[src/verilog/rp_pkg.sv]
// instrument datapath shared types

package rp_pkg;

  ////////////////////////////////////////////////////////////
  // data widths
  ////////////////////////////////////////////////////////////

  // converter and sample widths
  localparam int ADC_DW  = 16;
  localparam int OSC_DW  = 16;
  localparam int GEN_DW  = 14;
  localparam int DAC_DW  = 14;
  // expansion connector, 8 p + 8 n pins
  localparam int GPIO_DW = 16;
  // pdm level resolution
  localparam int PDM_DW  = 8;
  // flat register port
  localparam int REG_AW  = 4;
  localparam int REG_DW  = 16;

  ////////////////////////////////////////////////////////////
  // sample and bus types
  ////////////////////////////////////////////////////////////

  // raw pin word, negative-slope offset binary
  typedef logic        [ADC_DW-1:0]  adc_dat_t;
  // two's complement toward oscilloscope
  typedef logic signed [OSC_DW-1:0]  osc_dat_t;
  // generator output, two's complement
  typedef logic signed [GEN_DW-1:0]  gen_dat_t;
  // code toward converter pins
  typedef logic        [DAC_DW-1:0]  dac_dat_t;
  typedef logic        [GPIO_DW-1:0] gpio_t;
  typedef logic        [PDM_DW-1:0]  pdm_lvl_t;
  typedef logic        [REG_AW-1:0]  reg_addr_t;
  typedef logic        [REG_DW-1:0]  reg_dat_t;

  // 14-bit generator to 16-bit oscilloscope alignment
  localparam int LOOP_SHIFT = OSC_DW - GEN_DW;

  ////////////////////////////////////////////////////////////
  // register map
  ////////////////////////////////////////////////////////////

  // loop enables, one low bit per channel
  localparam reg_addr_t REG_LOOP = 4'd0;
  // expansion pin mode, 0 ps gpio / 1 logic generator
  localparam reg_addr_t REG_IOM  = 4'd1;
  // first pdm level, further channels follow
  localparam reg_addr_t REG_PDM0 = 4'd2;

endpackage

[src/verilog/rp_cfg_if.sv]
// configuration bus interface

`timescale 1ns/100ps

interface rp_cfg_if #(
  // number of analog channels
  parameter int unsigned NCH     = 2,
  // number of pdm outputs
  parameter int unsigned PDM_CHN = 4
);

  import rp_pkg::*;

  // per channel generator to oscilloscope loop
  logic     [NCH-1:0]     loop;
  // per pin mode select
  gpio_t                  iom;
  // pdm output levels
  pdm_lvl_t [PDM_CHN-1:0] pdm_lvl;

  // register block side, owns all fields
  modport regs (
    output loop,
    output iom,
    output pdm_lvl
  );

  // datapath side, every user picks its own field
  modport dp (
    input  loop,
    input  iom,
    input  pdm_lvl
  );

endinterface

[src/verilog/adc_frontend.sv]
// ADC input formatting

`timescale 1ns/100ps

module adc_frontend #(
  parameter int unsigned NCH = 2
)(
  input  logic                         adc_clk_i,
  input  logic                         top_rst_i,
  // converter pins
  input  rp_pkg::adc_dat_t [NCH-1:0]   adc_dat_i,
  // two's complement samples
  output rp_pkg::osc_dat_t [NCH-1:0]   adc_smp_o
);

  import rp_pkg::*;

  // pin capture, ideally packed into io registers
  adc_dat_t [NCH-1:0] adc_raw;

  always_ff @(posedge adc_clk_i, posedge top_rst_i) begin
    if (top_rst_i) begin
      adc_raw <= '0;
    end else begin
      adc_raw <= adc_dat_i;
    end
  end

  ////////////////////////////////////////////////////////////
  // negative slope offset binary to two's complement
  ////////////////////////////////////////////////////////////

  for (genvar i = 0; i < NCH; i++) begin : g_ch
    // sign bit stays, magnitude bits flip
    assign adc_smp_o[i] = osc_dat_t'({adc_raw[i][ADC_DW-1], ~adc_raw[i][ADC_DW-2:0]});
  end : g_ch

  // converter data is only meaningful once out of reset
  a_raw_known: assert property (
    @(posedge adc_clk_i) disable iff (top_rst_i)
    !$isunknown(adc_raw)
  );

endmodule

[src/verilog/dac_backend.sv]
// DAC output formatting

`timescale 1ns/100ps

module dac_backend #(
  parameter int unsigned NCH = 2
)(
  input  logic                       adc_clk_i,
  input  logic                       top_rst_i,
  // generator samples, already gated by loop
  input  logic             [NCH-1:0] dac_vld_i,
  input  rp_pkg::gen_dat_t [NCH-1:0] dac_smp_i,
  // converter codes
  output rp_pkg::dac_dat_t [NCH-1:0] dac_dat_o
);

  import rp_pkg::*;

  // mid scale in negative slope coding, zero output
  localparam dac_dat_t DAC_MID = dac_dat_t'((1 << (DAC_DW - 1)) - 1);

  // next code per channel
  dac_dat_t [NCH-1:0] dac_code;

  for (genvar i = 0; i < NCH; i++) begin : g_ch

    ////////////////////////////////////////////////////////////
    // signed sample to negative slope code
    ////////////////////////////////////////////////////////////

    // sign kept, magnitude bits inverted
    assign dac_code[i] = {dac_smp_i[i][GEN_DW-1], ~dac_smp_i[i][GEN_DW-2:0]};

    // output register, holds on idle cycles
    always_ff @(posedge adc_clk_i, posedge top_rst_i) begin
      if (top_rst_i) begin
        dac_dat_o[i] <= DAC_MID;
      end else if (dac_vld_i[i]) begin
        dac_dat_o[i] <= dac_code[i];
      end
    end

    // a valid sample must carry known data to the pins
    a_smp_known: assert property (
      @(posedge adc_clk_i) disable iff (top_rst_i)
      dac_vld_i[i] |-> !$isunknown(dac_smp_i[i])
    );

  end : g_ch

endmodule

[src/verilog/exp_gpio_mux.sv]
// expansion connector GPIO mux

`timescale 1ns/100ps

module exp_gpio_mux (
  input  logic          adc_clk_i,
  input  logic          top_rst_i,
  // processor gpio
  input  rp_pkg::gpio_t ps_gpio_o_i,
  input  rp_pkg::gpio_t ps_gpio_oe_i,
  // logic generator
  input  rp_pkg::gpio_t lg_dat_i,
  input  rp_pkg::gpio_t lg_oe_i,
  // pin input
  input  rp_pkg::gpio_t exp_i_i,
  // pin mode
  rp_cfg_if.dp          cfg,
  // pin output and enable
  output rp_pkg::gpio_t exp_o,
  output rp_pkg::gpio_t exp_oe_o,
  // pin input back to processor
  output rp_pkg::gpio_t ps_gpio_i_o
);

  import rp_pkg::*;

  ////////////////////////////////////////////////////////////
  // per bit source select
  ////////////////////////////////////////////////////////////

  gpio_t pin_o;
  gpio_t pin_oe;

  // mode 0 ps gpio, mode 1 logic generator
  assign pin_o  = (~cfg.iom & ps_gpio_o_i)  | (cfg.iom & lg_dat_i);
  assign pin_oe = (~cfg.iom & ps_gpio_oe_i) | (cfg.iom & lg_oe_i);

  // single rate pin registers, both directions
  always_ff @(posedge adc_clk_i, posedge top_rst_i) begin
    if (top_rst_i) begin
      exp_o       <= '0;
      exp_oe_o    <= '0;
      ps_gpio_i_o <= '0;
    end else begin
      exp_o       <= pin_o;
      exp_oe_o    <= pin_oe;
      ps_gpio_i_o <= exp_i_i;
    end
  end

endmodule

[src/verilog/loop_router.sv]
// generator/oscilloscope loopback router

`timescale 1ns/100ps

module loop_router #(
  parameter int unsigned NCH = 2
)(
  input  logic                       adc_clk_i,
  input  logic                       top_rst_i,
  // converted adc samples
  input  rp_pkg::osc_dat_t [NCH-1:0] adc_smp_i,
  // generator stream
  input  logic             [NCH-1:0] gen_vld_i,
  input  rp_pkg::gen_dat_t [NCH-1:0] gen_dat_i,
  // loop enables
  rp_cfg_if.dp                       cfg,
  // toward dac backend
  output logic             [NCH-1:0] dac_vld_o,
  output rp_pkg::gen_dat_t [NCH-1:0] dac_smp_o,
  // toward oscilloscope
  output rp_pkg::osc_dat_t [NCH-1:0] osc_dat_o
);

  import rp_pkg::*;

  // generator sample aligned to the oscilloscope range
  osc_dat_t [NCH-1:0] lp_smp;

  for (genvar i = 0; i < NCH; i++) begin : g_ch

    ////////////////////////////////////////////////////////////
    // generator demux
    ////////////////////////////////////////////////////////////

    // dac only sees samples while the channel is not looped
    assign dac_vld_o[i] = gen_vld_i[i] & ~cfg.loop[i];
    assign dac_smp_o[i] = gen_dat_i[i];

    // sign extend then move up to 16 bit full scale
    assign lp_smp[i] = osc_dat_t'(gen_dat_i[i]) <<< LOOP_SHIFT;

    ////////////////////////////////////////////////////////////
    // oscilloscope mux
    ////////////////////////////////////////////////////////////

    // loop path ignores valid, it just follows the data
    always_ff @(posedge adc_clk_i, posedge top_rst_i) begin
      if (top_rst_i) begin
        osc_dat_o[i] <= '0;
      end else if (cfg.loop[i]) begin
        osc_dat_o[i] <= lp_smp[i];
      end else begin
        osc_dat_o[i] <= adc_smp_i[i];
      end
    end

  end : g_ch

endmodule

[src/verilog/pdm_dac.sv]
// first order PDM modulator

`timescale 1ns/100ps

module pdm_dac #(
  parameter int unsigned PDM_CHN = 4
)(
  input  logic               adc_clk_i,
  input  logic               top_rst_i,
  // pdm levels
  rp_cfg_if.dp               cfg,
  // modulated outputs
  output logic [PDM_CHN-1:0] pdm_o
);

  import rp_pkg::*;

  ////////////////////////////////////////////////////////////
  // accumulators
  ////////////////////////////////////////////////////////////

  pdm_lvl_t [PDM_CHN-1:0] acc;
  pdm_lvl_t [PDM_CHN-1:0] acc_nxt;
  logic     [PDM_CHN-1:0] carry;

  for (genvar i = 0; i < PDM_CHN; i++) begin : g_ch

    // carry out of the level sum is the pulse
    assign {carry[i], acc_nxt[i]} = {1'b0, acc[i]} + {1'b0, cfg.pdm_lvl[i]};

    // accumulator wraps, 256 cycles give exactly lvl carries
    always_ff @(posedge adc_clk_i, posedge top_rst_i) begin
      if (top_rst_i) begin
        acc[i] <= '0;
      end else begin
        acc[i] <= acc_nxt[i];
      end
    end

  end : g_ch

  ////////////////////////////////////////////////////////////
  // output register
  ////////////////////////////////////////////////////////////

  // registered toward the rc filter pins
  always_ff @(posedge adc_clk_i, posedge top_rst_i) begin
    if (top_rst_i) begin
      pdm_o <= '0;
    end else begin
      pdm_o <= carry;
    end
  end

endmodule

[src/verilog/rp_regs.sv]
// configuration register block

`timescale 1ns/100ps

module rp_regs #(
  parameter int unsigned NCH     = 2,
  parameter int unsigned PDM_CHN = 4
)(
  input  logic              adc_clk_i,
  input  logic              top_rst_i,
  // flat register port
  input  logic              cfg_we_i,
  input  rp_pkg::reg_addr_t cfg_addr_i,
  input  rp_pkg::reg_dat_t  cfg_wdata_i,
  output rp_pkg::reg_dat_t  cfg_rdata_o,
  // settings toward datapath
  rp_cfg_if.regs            cfg
);

  import rp_pkg::*;

  ////////////////////////////////////////////////////////////
  // setting registers
  ////////////////////////////////////////////////////////////

  logic     [NCH-1:0]     loop_q;
  gpio_t                  iom_q;
  pdm_lvl_t [PDM_CHN-1:0] pdm_q;
  reg_dat_t               rdata_nxt;

  // write decode, only meaningful bits are kept
  always_ff @(posedge adc_clk_i, posedge top_rst_i) begin
    if (top_rst_i) begin
      loop_q <= '0;
      iom_q  <= '0;
      pdm_q  <= '0;
    end else if (cfg_we_i) begin
      if (cfg_addr_i == REG_LOOP) begin
        loop_q <= cfg_wdata_i[NCH-1:0];
      end
      if (cfg_addr_i == REG_IOM) begin
        iom_q <= gpio_t'(cfg_wdata_i);
      end
      // pdm levels sit on consecutive addresses
      for (int i = 0; i < PDM_CHN; i++) begin
        if (cfg_addr_i == reg_addr_t'(REG_PDM0 + i)) begin
          pdm_q[i] <= cfg_wdata_i[PDM_DW-1:0];
        end
      end
    end
  end

  // settings go out straight from the registers
  assign cfg.loop    = loop_q;
  assign cfg.iom     = iom_q;
  assign cfg.pdm_lvl = pdm_q;

  ////////////////////////////////////////////////////////////
  // readback
  ////////////////////////////////////////////////////////////

  // unmapped addresses return zero
  always_comb begin
    rdata_nxt = '0;
    if (cfg_addr_i == REG_LOOP) begin
      rdata_nxt[NCH-1:0] = loop_q;
    end
    if (cfg_addr_i == REG_IOM) begin
      rdata_nxt = reg_dat_t'(iom_q);
    end
    for (int i = 0; i < PDM_CHN; i++) begin
      if (cfg_addr_i == reg_addr_t'(REG_PDM0 + i)) begin
        rdata_nxt[PDM_DW-1:0] = pdm_q[i];
      end
    end
  end

  // one cycle from address to data
  always_ff @(posedge adc_clk_i, posedge top_rst_i) begin
    if (top_rst_i) begin
      cfg_rdata_o <= '0;
    end else begin
      cfg_rdata_o <= rdata_nxt;
    end
  end

  // a write with an unknown address would corrupt an arbitrary setting
  a_we_addr_known: assert property (
    @(posedge adc_clk_i) disable iff (top_rst_i)
    cfg_we_i |-> !$isunknown(cfg_addr_i)
  );

endmodule

[src/verilog/rp_top.sv]
// two channel instrument datapath top

`timescale 1ns/100ps

module rp_top #(
  parameter int unsigned NCH     = 2,
  parameter int unsigned PDM_CHN = 4
)(
  input  logic                       adc_clk,
  input  logic                       top_rst,
  // register port
  input  logic                       cfg_we_i,
  input  rp_pkg::reg_addr_t          cfg_addr_i,
  input  rp_pkg::reg_dat_t           cfg_wdata_i,
  output rp_pkg::reg_dat_t           cfg_rdata_o,
  // adc
  input  rp_pkg::adc_dat_t [NCH-1:0] adc_dat_i,
  // generator stream
  input  logic             [NCH-1:0] gen_vld_i,
  input  rp_pkg::gen_dat_t [NCH-1:0] gen_dat_i,
  // oscilloscope stream
  output rp_pkg::osc_dat_t [NCH-1:0] osc_dat_o,
  // dac
  output rp_pkg::dac_dat_t [NCH-1:0] dac_dat_o,
  // processor gpio
  input  rp_pkg::gpio_t              ps_gpio_o_i,
  input  rp_pkg::gpio_t              ps_gpio_oe_i,
  output rp_pkg::gpio_t              ps_gpio_i_o,
  // logic generator
  input  rp_pkg::gpio_t              lg_dat_i,
  input  rp_pkg::gpio_t              lg_oe_i,
  // expansion pins
  output rp_pkg::gpio_t              exp_o,
  output rp_pkg::gpio_t              exp_oe_o,
  input  rp_pkg::gpio_t              exp_i_i,
  // pdm outputs
  output logic       [PDM_CHN-1:0]   pdm_o
);

  import rp_pkg::*;

  ////////////////////////////////////////////////////////////
  // local wires
  ////////////////////////////////////////////////////////////

  osc_dat_t [NCH-1:0] adc_smp;
  logic     [NCH-1:0] dac_vld;
  gen_dat_t [NCH-1:0] dac_smp;

  // settings from register block
  rp_cfg_if #(.NCH (NCH), .PDM_CHN (PDM_CHN)) cfg_bus ();

  rp_regs #(.NCH (NCH), .PDM_CHN (PDM_CHN)) u_regs (
    .adc_clk_i   (adc_clk),
    .top_rst_i   (top_rst),
    .cfg_we_i    (cfg_we_i),
    .cfg_addr_i  (cfg_addr_i),
    .cfg_wdata_i (cfg_wdata_i),
    .cfg_rdata_o (cfg_rdata_o),
    .cfg         (cfg_bus)
  );

  ////////////////////////////////////////////////////////////
  // analog datapath
  ////////////////////////////////////////////////////////////

  adc_frontend #(.NCH (NCH)) u_adc (
    .adc_clk_i (adc_clk),
    .top_rst_i (top_rst),
    .adc_dat_i (adc_dat_i),
    .adc_smp_o (adc_smp)
  );

  loop_router #(.NCH (NCH)) u_loop (
    .adc_clk_i (adc_clk),
    .top_rst_i (top_rst),
    .adc_smp_i (adc_smp),
    .gen_vld_i (gen_vld_i),
    .gen_dat_i (gen_dat_i),
    .cfg       (cfg_bus),
    .dac_vld_o (dac_vld),
    .dac_smp_o (dac_smp),
    .osc_dat_o (osc_dat_o)
  );

  dac_backend #(.NCH (NCH)) u_dac (
    .adc_clk_i (adc_clk),
    .top_rst_i (top_rst),
    .dac_vld_i (dac_vld),
    .dac_smp_i (dac_smp),
    .dac_dat_o (dac_dat_o)
  );

  ////////////////////////////////////////////////////////////
  // pdm and expansion pins
  ////////////////////////////////////////////////////////////

  pdm_dac #(.PDM_CHN (PDM_CHN)) u_pdm (
    .adc_clk_i (adc_clk),
    .top_rst_i (top_rst),
    .cfg       (cfg_bus),
    .pdm_o     (pdm_o)
  );

  exp_gpio_mux u_gpio (
    .adc_clk_i    (adc_clk),
    .top_rst_i    (top_rst),
    .ps_gpio_o_i  (ps_gpio_o_i),
    .ps_gpio_oe_i (ps_gpio_oe_i),
    .lg_dat_i     (lg_dat_i),
    .lg_oe_i      (lg_oe_i),
    .exp_i_i      (exp_i_i),
    .cfg          (cfg_bus),
    .exp_o        (exp_o),
    .exp_oe_o     (exp_oe_o),
    .ps_gpio_i_o  (ps_gpio_i_o)
  );

endmodule
[config.mk]
export PLATFORM = sky130hd
export DESIGN_NAME = rp_top
export DESIGN_NICKNAME = d
export VERILOG_FILES = /design/src/verilog/rp_pkg.sv /design/src/verilog/rp_cfg_if.sv /design/src/verilog/adc_frontend.sv /design/src/verilog/dac_backend.sv /design/src/verilog/exp_gpio_mux.sv /design/src/verilog/loop_router.sv /design/src/verilog/pdm_dac.sv /design/src/verilog/rp_regs.sv /design/src/verilog/rp_top.sv
export SDC_FILE = /design/constraint.sdc
export NUM_CORES = 1
export LEC_CHECK = 0
export BUFFER_PORTS_ARGS = -buffer_cell sky130_fd_sc_hd__clkbuf_2
export CORE_MARGIN = 5
export CORE_UTILIZATION = 50
export CTS_CLUSTER_SIZE = 30
export DETAILED_ROUTE_END_ITERATION = 8
export GPL_TIMING_DRIVEN = 1
export MAX_ROUTING_LAYER = met4
export PLACE_DENSITY = 0.8
export SETUP_SLACK_MARGIN = 0.1
export SLEW_MARGIN = 20
export SYNTH_ARGS = -nofsm -noshare
export SYNTH_HDL_FRONTEND = slang
export SYNTH_SLANG_ARGS = --single-unit
[constraint.sdc]
create_clock -name adc_clk -period 11.9 [get_ports adc_clk]
set_input_delay 2.38 -clock adc_clk [delete_from_list [all_inputs] [get_ports adc_clk]]
set_output_delay 2.38 -clock adc_clk [all_outputs]
set_load 0.01 [all_outputs]
==> results.toml, run 1 <==
[status]
status = "complete, no violations"

[layout]
area_growth_pct = 27.1
fill_cells = 1397
fin_nets = 1169
drive_above_1_share_pct = 47.0
utilization_pct = 64.2
final_cell_count_no_fill = 1221

[cts]
cts.sinks = 242
numCtsBuffers = 25
clock_path_buffers = 3
cts-root-buf = "clkbuf_16"
cts_tree = "built"
cts_max_level = 1
ctsHoldBuffers = 0
cts.repair.resized = 0
clk_pin_slew_ns = 0.06
clkLatencyLatePin_ns = 0.50
post-cts-setup-buffers = 0

[worst_setup_path]
crit_slowest_cell = "and2b_1"
cp_cell_sequence = "clkbuf_2 > and2b_1 > and3b_4 > nand2_4 > mux2_4"
cp.arrival_ns = 4.20
path_buf_inv = 1
cp_data_required_time_ns = 12.28
crit_fanout = 21
worstSetupStartpointType = "input pin"
cp-end-kind = "flip-flop"
crit_path_max_incr_delay_ns = 0.59
critPathKind = "input pin to flip-flop"
crit_family = "simple AND/OR/NAND/NOR gates"

[synth]
yosysTopAreaCellShare_pct = 57.4
synthAdderAreaFrac_pct = 5.11
synth_cell_type_count = 40
ys_warn_count = 0
synth.cell_area_mm2 = 0.00941
yosysMostFrequentCell = "dfrtp_1"
synth_top_family_by_area = "multiplexers"
synth_fp_nets = 867
synthArstFlopShare_pct = 100
avgSynthCellArea_um2 = 14.1
synth_compound_area_share_pct = 5.42
ys_seq_area_share_pct = 64.7
yosys.area.top_type = "dfrtp_1"
netlist_top_cells_area = "dfrtp_1, mux2_2, dfstp_2, ha_1, mux2i_1"
synth-simple-area-share_pct = 5.40
ys_ff_latch = 242
ys.flop_type = "dfrtp_1"
muxShareOfSynthArea_pct = 14.7
ys_top_cells_by_count = "dfrtp_1, mux2_2, o21ai_0"
synth_edf_count = 0
synthXorXnorAreaFrac_pct = 2.23
synthCells = 666

[global_route]
overflow = 0
antenna_found_initial = 1
grt_pass1_wl_um = 37400
grt_usage_pct = 22.8
grt_max_degree = 88
grt_pass1_vias = 6569

[floorplan]
fp.dieH_um = 147
die-width_um = 147
core_area_mm2 = 0.0186
std_cell_rows = 50
io_pins = 293
die_area_mm2 = 0.0217
initial_core_util_pct = 50.5

[drt]
routedWlPerCell_um = 19.9
drtIter0Drc = 248
ant_nets = 0
drt-total-wl_um = 24300
drc_errors = 0
first_pass_iters = 5
vias = 6278
vias_per_cell = 5.14

[sta]
final_hold_viol_count = 0
fin_setup_tns_ns = 0
setup-violations-final = 0
slew_viol_final = 0
clock_skew_ns = 0.00976
max_slew.worst_pin.slew_ns = 0.956
setup_slack_ns = 8.08
grt_setup_unrepaired = "false"
holdWs_ns = 0.384
timing.fmax_mhz = 262
period_minus_slack_ns = 3.82
relSlewSlack_pct = 36.3
period_share_pct = 32.1

[power]
leakagePower_nw = 6.05
peakVddDrop_mv = 0.0881
p_per_area_mw_per_mm2 = 217

[placement]
dp_hpwl_um = 18500
gp_congestion = 0.835
portBuffers = 292
dp_cells = 1175
place_ws_ns = 7.59

[job]
maxCapViolCount = 0

[hold_path]
holdCritPathClass = "flip-flop to flip-flop"
## path summary, 6_finish.rpt
check	from	endpoint	slack (ns)	depth (start not counted)
worst max register to register	u_regs.cfg.loop[1]	u_dac.dac_dat_o[27]	9.66	2
worst min register to register	u_adc.adc_raw[17]	u_loop.osc_dat_o[17]	0.38	1
worst max-delay path	cfg_addr_i[0]	u_regs.cfg.pdm_lvl[29]	8.08	5
min in group asynchronous	top_rst	u_adc.adc_raw[4]	1.96	2
max in group asynchronous	top_rst	u_gpio.ps_gpio_i_o[8]	8.64	3
worst min-delay path	u_adc.adc_raw[17]	u_loop.osc_dat_o[17]	0.38	1
## logic make-up (layout without fill, tap and decap cells)
| group | Yosys count | in the layout |
|---|---|---|
| flip-flops | 242 | 242 |
| other | 0 | 1 |
| buffers and inverters | 52 | 372 |
| adder cells (fa/ha/maj) | 36 | 36 |
| XOR/XNOR | 24 | 24 |
| multiplexers | 124 | 124 |
| AND/OR/NAND/NOR | 99 | 99 |
| AO/OA/AOI/OAI | 89 | 89 |
## placed cells by master (no fill, tap or decap), types with 4 or more instances in the layout
master	Yosys	layout
bufinv_16	0	4
o21ai_0	43	43
dfstp_2	26	26
nand2_1	42	42
xor2_1	7	7
clkbuf_16	0	25
nand3b_1	5	5
a21o_1	4	4
a21oi_1	18	18
clkinv_2	0	7
clkbuf_8	0	5
o22ai_1	7	7
fa_1	4	4
mux2_4	8	8
inv_1	32	31
ha_1	32	32
dfrtp_1	216	216
mux2_2	84	84
a22oi_1	6	6
clkbuf_2	0	292
nor4_1	4	4
and3_1	8	8
nand2b_1	5	5
a21boi_0	4	4
xnor2_1	17	17
nor2_1	21	21
mux2i_1	32	32
## through the flow
step                      instance area [um^2]  power (W)
after CTS                                12000    0.00262
after global placement                   11100    0.00176
after floorplan                           9410    0.00157
final                                    12000    0.00259
after detailed placement                 11100    0.00180
after global routing                     12000    0.00274
## where the power goes
group	internal [W]	total, W	switching [W]
Sequential	0.00101	0.00112	0.000108
Combinational	0.000325	0.000661	0.000336
Clock	0.000502	0.000813	0.000310
## per-layer routing
layer  global-route usage [%]  wire length [um]  up-vias
met1                     27.3              9800     3122
met5                        -                 0        -
met4                     6.01               626        0
met2                     38.7             12200      212
li1                         -                 -     2894
met3                     5.61              1690       50
## area by class of cell
type	count	area [um^2]	share of cell area [%]
flip-flops and latches	242	6090	50.9
multi-input cells	372	3100	25.9
repair buffers	295	1490	12.4
clock buffers	33	706	5.90
well taps	234	293	2.45
clock inverters	12	163	1.36
inverters	32	128	1.07
diodes	1	2.50	0.0209
## state kept, by name, indices dropped and copies added, names as in the netlist, 4 cells and up
register            flops
u_loop.osc_dat_o       32
u_pdm.acc              32
u_regs.cfg.pdm_lvl     32
u_adc.adc_raw          30
u_dac.dac_dat_o        28
u_gpio.exp_o           16
u_gpio.exp_oe_o        16
u_gpio.ps_gpio_i_o     16
u_regs.cfg.iom         16
u_regs.cfg_rdata_o     16
u_pdm.pdm_o             4
(Power assumes the default switching activity.)
==> run 2: changes to the inputs <==
ABC_AREA = 1   (was default)
clock period = 3.7 ns   (was 11.9 ns; I/O delays follow)
==> run 2 against run 1 <==
Area after synthesis increased by 2.0%. Final cell count grew 22%. Sequential share of layout area decreased by 1.1 points. Global-route usage grew 2.7 points. Design area up 2.2%. Sequential cell count unchanged. Via count increased by 21%. Register-to-register slack got worse by 7.6 ns. Count of clock-buffer cells in the layout increased by 1. Combinational power rose to 3.3 times the previous value. Power increased to 3.2 times the previous value. Largest cell class unchanged. Highest routed layer unchanged.
==> results.toml, run 2 <==
[power]
p_per_area_mw_per_mm2 = 684
combPwrFrac_pct = 26.4
sequentialPowerShare_pct = 42.4
total_power_w = 0.00837
peakVddDrop_mv = 0.393
leakagePower_nw = 6.44
sw_frac_of_total_pct = 32.2
internal_power_w = 0.00567
power_switching_w = 0.00269
p_clk_share_pct = 31.3

[floorplan]
core_area_mm2 = 0.0188
initial_core_util_pct = 51.0
io_pins = 293
fp.dieH_um = 149
die-width_um = 149
std_cell_rows = 50
die_area_mm2 = 0.0221

[synth]
avgSynthCellArea_um2 = 10.6
ys_ff_latch = 242
yosysMostFrequentCell = "nand2_1"
synthArstFlopShare_pct = 100
synth-simple-area-share_pct = 17.6
ys.flop_type = "dfrtp_1"
synth_cell_type_count = 29
synth_edf_count = 0
synthAdderAreaFrac_pct = 5.01
yosys.area.top_type = "dfrtp_1"
muxShareOfSynthArea_pct = 1.88
netlist_top_cells_area = "dfrtp_1, nand2_1, dfstp_2, ha_1, o21ai_0"
ys_seq_area_share_pct = 63.4
ys_top_cells_by_count = "nand2_1, dfrtp_1, inv_1"
synthCells = 907
yosysTopAreaCellShare_pct = 56.3
synthXorXnorAreaFrac_pct = 1.10
synth_top_family_by_area = "simple AND/OR/NAND/NOR gates"
synth_fp_nets = 1108
ys_warn_count = 0
synth.cell_area_mm2 = 0.00960
synth_compound_area_share_pct = 6.78

[cts]
clk_pin_slew_ns = 0.06
cts-root-buf = "clkbuf_16"
cts.sinks = 242
post-cts-setup-buffers = 0
cts.repair.resized = 0
numCtsBuffers = 26
clock_path_buffers = 3
cts_tree = "built"
clkLatencyLatePin_ns = 0.53
cts_max_level = 1
ctsHoldBuffers = 0

[drt]
drc_errors = 0
vias = 7600
vias_per_cell = 5.08
drt-total-wl_um = 27500
drtIter0Drc = 511
ant_nets = 0
first_pass_iters = 5
routedWlPerCell_um = 18.4

[sta]
clock_skew_ns = 0.0159
fin_setup_tns_ns = 0
period_share_pct = 54.0
period_minus_slack_ns = 2.00
max_slew.worst_pin.slew_ns = 0.929
grt_setup_unrepaired = "false"
setup-violations-final = 0
relSlewSlack_pct = 37.9
timing.fmax_mhz = 500
slew_viol_final = 0
final_hold_viol_count = 0

[global_route]
overflow = 0
grt_pass1_wl_um = 42400
antenna_found_initial = 3
grt_pass1_vias = 7640
grt_max_degree = 63
grt_usage_pct = 25.4

[worst_setup_path]
crit_family = "simple AND/OR/NAND/NOR gates"
crit_fanout = 20
crit_path_start = "cfg_addr_i[3]"
worstSetupStartpointType = "input pin"
cp_cell_sequence = "clkbuf_2 > nor2_2 > nand2_1 > nor2_4 > nand2_2 > nand2_1 > o21ai_1"
cp_data_required_time_ns = 4.09
crit_slowest_cell = "nor2_2"
path_buf_inv = 1
critPathKind = "input pin to flip-flop"
cp_common_cell = "nand2_1"
cp-end-kind = "flip-flop"
cp.arrival_ns = 2.39
crit_path_max_incr_delay_ns = 0.61
r2r_start = "u_regs.cfg.pdm_lvl[8]"

[status]
status = "complete, no violations"

[layout]
final_common_cell = "clkbuf_2"
fin_area_mm2 = 0.0122
area_growth_pct = 27.4
drive_above_1_share_pct = 33.6
fin_nets = 1414
final_cell_mix = "clkbuf_2, nand2_1, dfrtp_1, inv_1, o21ai_0"
final_cell_count_no_fill = 1495

[hold_path]
hold_start = "adc_dat_i[20]"
holdCritPathClass = "input pin to flip-flop"

[placement]
dp_cells = 1445
portBuffers = 292
gp_congestion = 0.948
place_area_mm2 = 0.0113
dp_hpwl_um = 20900

[job]
maxCapViolCount = 0
## run 2: changes by cell type after synthesis, sizes merged, moves of 19 or more
cell	previous run	this run
nand2	43	278
mux2	92	16
nand3	3	62
o21ai	43	90
inv	32	73
mux2i	32	0
nand4	1	20
## run 2: area by class of cell
cell class | instances | area (um^2)
timing repair buffer | 299 | 1550
tap | 260 | 325
fill | 1453 | 6600
sequential | 242 | 6090
clock inverter | 13 | 161
multi-input combinational | 571 | 3110
inverter | 73 | 278
antenna | 3 | 7.51
clock buffer | 34 | 711
## run 2: logic make-up (layout without fill, tap and decap cells)
logic type | count (synthesis) | after routing
other | 0 | 3
buffers and inverters | 94 | 419
XOR/XNOR | 12 | 12
multiplexers | 16 | 16
AO/OA/AOI/OAI | 114 | 114
adder cells (fa/ha/maj) | 36 | 36
flip-flops | 242 | 242
AND/OR/NAND/NOR | 393 | 393
## run 2: per-stage QoR
step / hold slack [ns] / util [%] / worst slack, ns
finish: 0.308 / 64.9 / 1.70
global route: 0.296 / 64.9 / 1.58
CTS: 0.294 / 64.9 / 1.73
detailed placement: 0.376 / 60.3 / 1.23
global placement: 0.375 / 60.3 / 1.32
floorplan: 0.373 / - / -0.195
## run 2: worst paths after layout
check | end | slack [ns] | cells after the start
min in group asynchronous | u_gpio.ps_gpio_i_o[14] | 0.39 | 2
max | u_regs.cfg.pdm_lvl[9] | 1.70 | 7
min | u_adc.adc_raw[20] | 0.31 | 1
max reg2reg | u_pdm.pdm_o[1] | 2.06 | 6
min reg2reg | u_loop.osc_dat_o[17] | 0.38 | 1
max in group asynchronous | u_dac.dac_dat_o[11] | 2.42 | 3
## run 2: per-layer routing
layer	part of all wire (%)	wire length [um]	GRT usage, %	vias up
met3	7.8	2150	5.64	66
met5	0	0	-	-
met4	3.0	820	8.22	0
li1	-	-	-	3571
met1	39	10700	30.9	3672
met2	50	13800	42.5	291
## run 2: power groups by stage
stage	logic, W	registers [W]	clock network [W]
6_report	0.00220	0.00355	0.00262
2_1_floorplan	0.00139	0.00361	0
3_5_place_dp	0.00221	0.00358	0
3_3_place_gp	0.00210	0.00357	0
4_1_cts	0.00222	0.00355	0.00265
5_1_grt	0.00251	0.00360	0.00278
==> run 3: changes to the inputs <==
CORE_UTILIZATION = 46   (was 50)
PLACE_DENSITY = 0.78   (was 0.8)
clock period = 1.61 ns   (was 3.7 ns; I/O delays follow)
==> run 3 against run 2 <==
First-iteration DRC count is 18% higher. Hold slack worse by 0.30 ns. Sequential share of layout area is 4.6 points lower. Clock skew is 0.0082 ns lower. Wire length is 17% higher. Via count is 9.7% higher. Power is 130% higher. Combinational power grew to 2.6 times the previous value. Sequential cell count stayed put. Sequential power is 130% higher. Critical endpoint is now dac_dat_o[19].
==> results.toml, run 3 (synthesis results as in run 2) <==
[worst_setup_path]
cp_cell_sequence = "buf_6"
critPathKind = "flip-flop to primary output"
r2r_cells = 4
cp.depth = 1
cp-end-kind = "primary output"
cp.arrival_ns = 1.20
crit_slowest_cell = "dfstp_2"
crit_path_max_incr_delay_ns = 0.57
crit_fanout = 2
cp_data_required_time_ns = 1.29
crit_family = "flip-flops"
path_buf_inv = 1
worstSetupStartpointType = "flip-flop"

[cts]
numCtsBuffers = 25
cts.sinks = 242
clock_path_buffers = 3
clkLatencyLatePin_ns = 0.52
cts-root-buf = "clkbuf_16"
clk_pin_slew_ns = 0.07
cts_tree = "built"
cts_max_level = 1

[floorplan]
io_pins = 293
die_area_mm2 = 0.0239
core_area_mm2 = 0.0204
die-width_um = 154
initial_core_util_pct = 47.1
fp.dieH_um = 154
std_cell_rows = 52

[layout]
fin_area_mm2 = 0.0135
drive_above_1_share_pct = 33.7
seq_area_mm2 = 0.00609
multi_input_area_mm2 = 0.00318
final_cell_mix = "nand2_1, clkbuf_2, dfrtp_1, dlygate4sd3_1, inv_1"
fin_nets = 1525
final_common_cell = "nand2_1"
area_growth_pct = 40.4
fill_cells = 1512

[global_route]
grt_pass1_vias = 8359
grt_usage_pct = 26.0
antenna_found_initial = 2
grt_max_degree = 53
overflow = 0
grt_pass1_wl_um = 47300

[sta]
final_hold_viol_count = 0
timing.fmax_mhz = 656
slew_viol_final = 0
period_share_pct = 94.7
setup-violations-final = 0
relSlewSlack_pct = 71.1
grt_setup_unrepaired = "true"
period_minus_slack_ns = 1.52
max_slew.worst_pin.slew_ns = 0.429
clock_skew_ns = 0.00772

[power]
peakVddDrop_mv = 0.995
total_power_w = 0.0196
p_per_area_mw_per_mm2 = 1450
leakagePower_nw = 6.94

[drt]
drtIter0Drc = 601
drt-total-wl_um = 32000
first_pass_iters = 5
drc_errors = 0
vias_per_cell = 5.18
ant_nets = 0
vias = 8339
routedWlPerCell_um = 19.9

[placement]
portBuffers = 292
place_area_mm2 = 0.0115
gp_congestion = 0.909
dp_hpwl_um = 20600

[hold_path]
holdCritPathClass = "input pin to flip-flop"
hold_depth = 2

[status]
status = "complete, no violations"

[job]
maxCapViolCount = 0
[run 3: cell types whose count changed in the layout (fill, tap and decap cells not counted), sizes merged]
| cell | change |
|---|---|
| bufinv | -2 |
| diode | -1 |
| clkinv | -6 |
| buf | +54 |
| clkbuf | -24 |
| dlygate4sd3 | +84 |
| clkinvlp | -1 |
[run 3: through the flow]
step / utilization (%) / setup TNS (ns) / hold slack (ns) / cells / setup WS [ns]
6_report: 66.2 / 0 / 0.0108 / 1609 / 0.0861
5_1_grt: 66.2 / 0 / 0.00595 / 1609 / 0.0523
4_1_cts: 65.0 / 0 / 0.00215 / 1603 / 0.0609
3_5_place_dp: 56.7 / 0 / 0.316 / 1474 / 0.0228
3_3_place_gp: 56.7 / 0 / 0.314 / 1474 / 0.0771
2_1_floorplan: - / -430.25 / 0.353 / 907 / -1.87
[run 3: timing repair]
action | in CTS | in global routing
endpoints found under the setup margin | 28 | 44
buffers inserted | 5 | 4
endpoints found under the hold margin | 85 | 0
gates resized for setup | 10 | 63
hold buffers | 84 | 0
pin swaps | 2 | 4
[run 3: worst paths after layout]
| kind | slack [ns] | to | start |
|---|---|---|---|
| worst max-delay path | 0.09 | dac_dat_o[19] | u_dac.dac_dat_o[19] |
| worst min-delay path | 0.01 | u_dac.dac_dat_o[7] | gen_dat_i[7] |
| worst max register to register | 0.12 | u_dac.dac_dat_o[19] | u_regs.cfg.loop[1] |
| worst min register to register | 0.39 | u_loop.osc_dat_o[17] | u_adc.adc_raw[17] |
| max in group asynchronous | 0.47 | u_dac.dac_dat_o[26] | top_rst |
| min in group asynchronous | 0.39 | u_loop.osc_dat_o[28] | top_rst |
[run 3: final cells by class]
class	instances	area share, %
Clock buffer	36	5.25
Multi-Input combinational cell	571	23.6
Clock inverter	4	0.362
Sequential cell	242	45.2
Timing Repair Buffer	411	21.0
Tap cell	270	2.51
Antenna cell	2	0.0371
Inverter	73	2.06
[run 3: where the power goes]
group	total, W	internal [W]	leakage (nW)	switching [W]
sequential	0.00829	0.00744	2.89	0.000847
combinational	0.00581	0.00257	3.68	0.00323
clock	0.00549	0.00318	0.372	0.00232
[run 3: routing by layer]
metal	track usage [%]	vias to the layer above	part of all wire, %
li1	-	3776	-
met1	31.4	4034	37
met2	43.3	430	51
met3	5.95	99	8.4
met4	8.70	0	3.9
met5	-	-	0
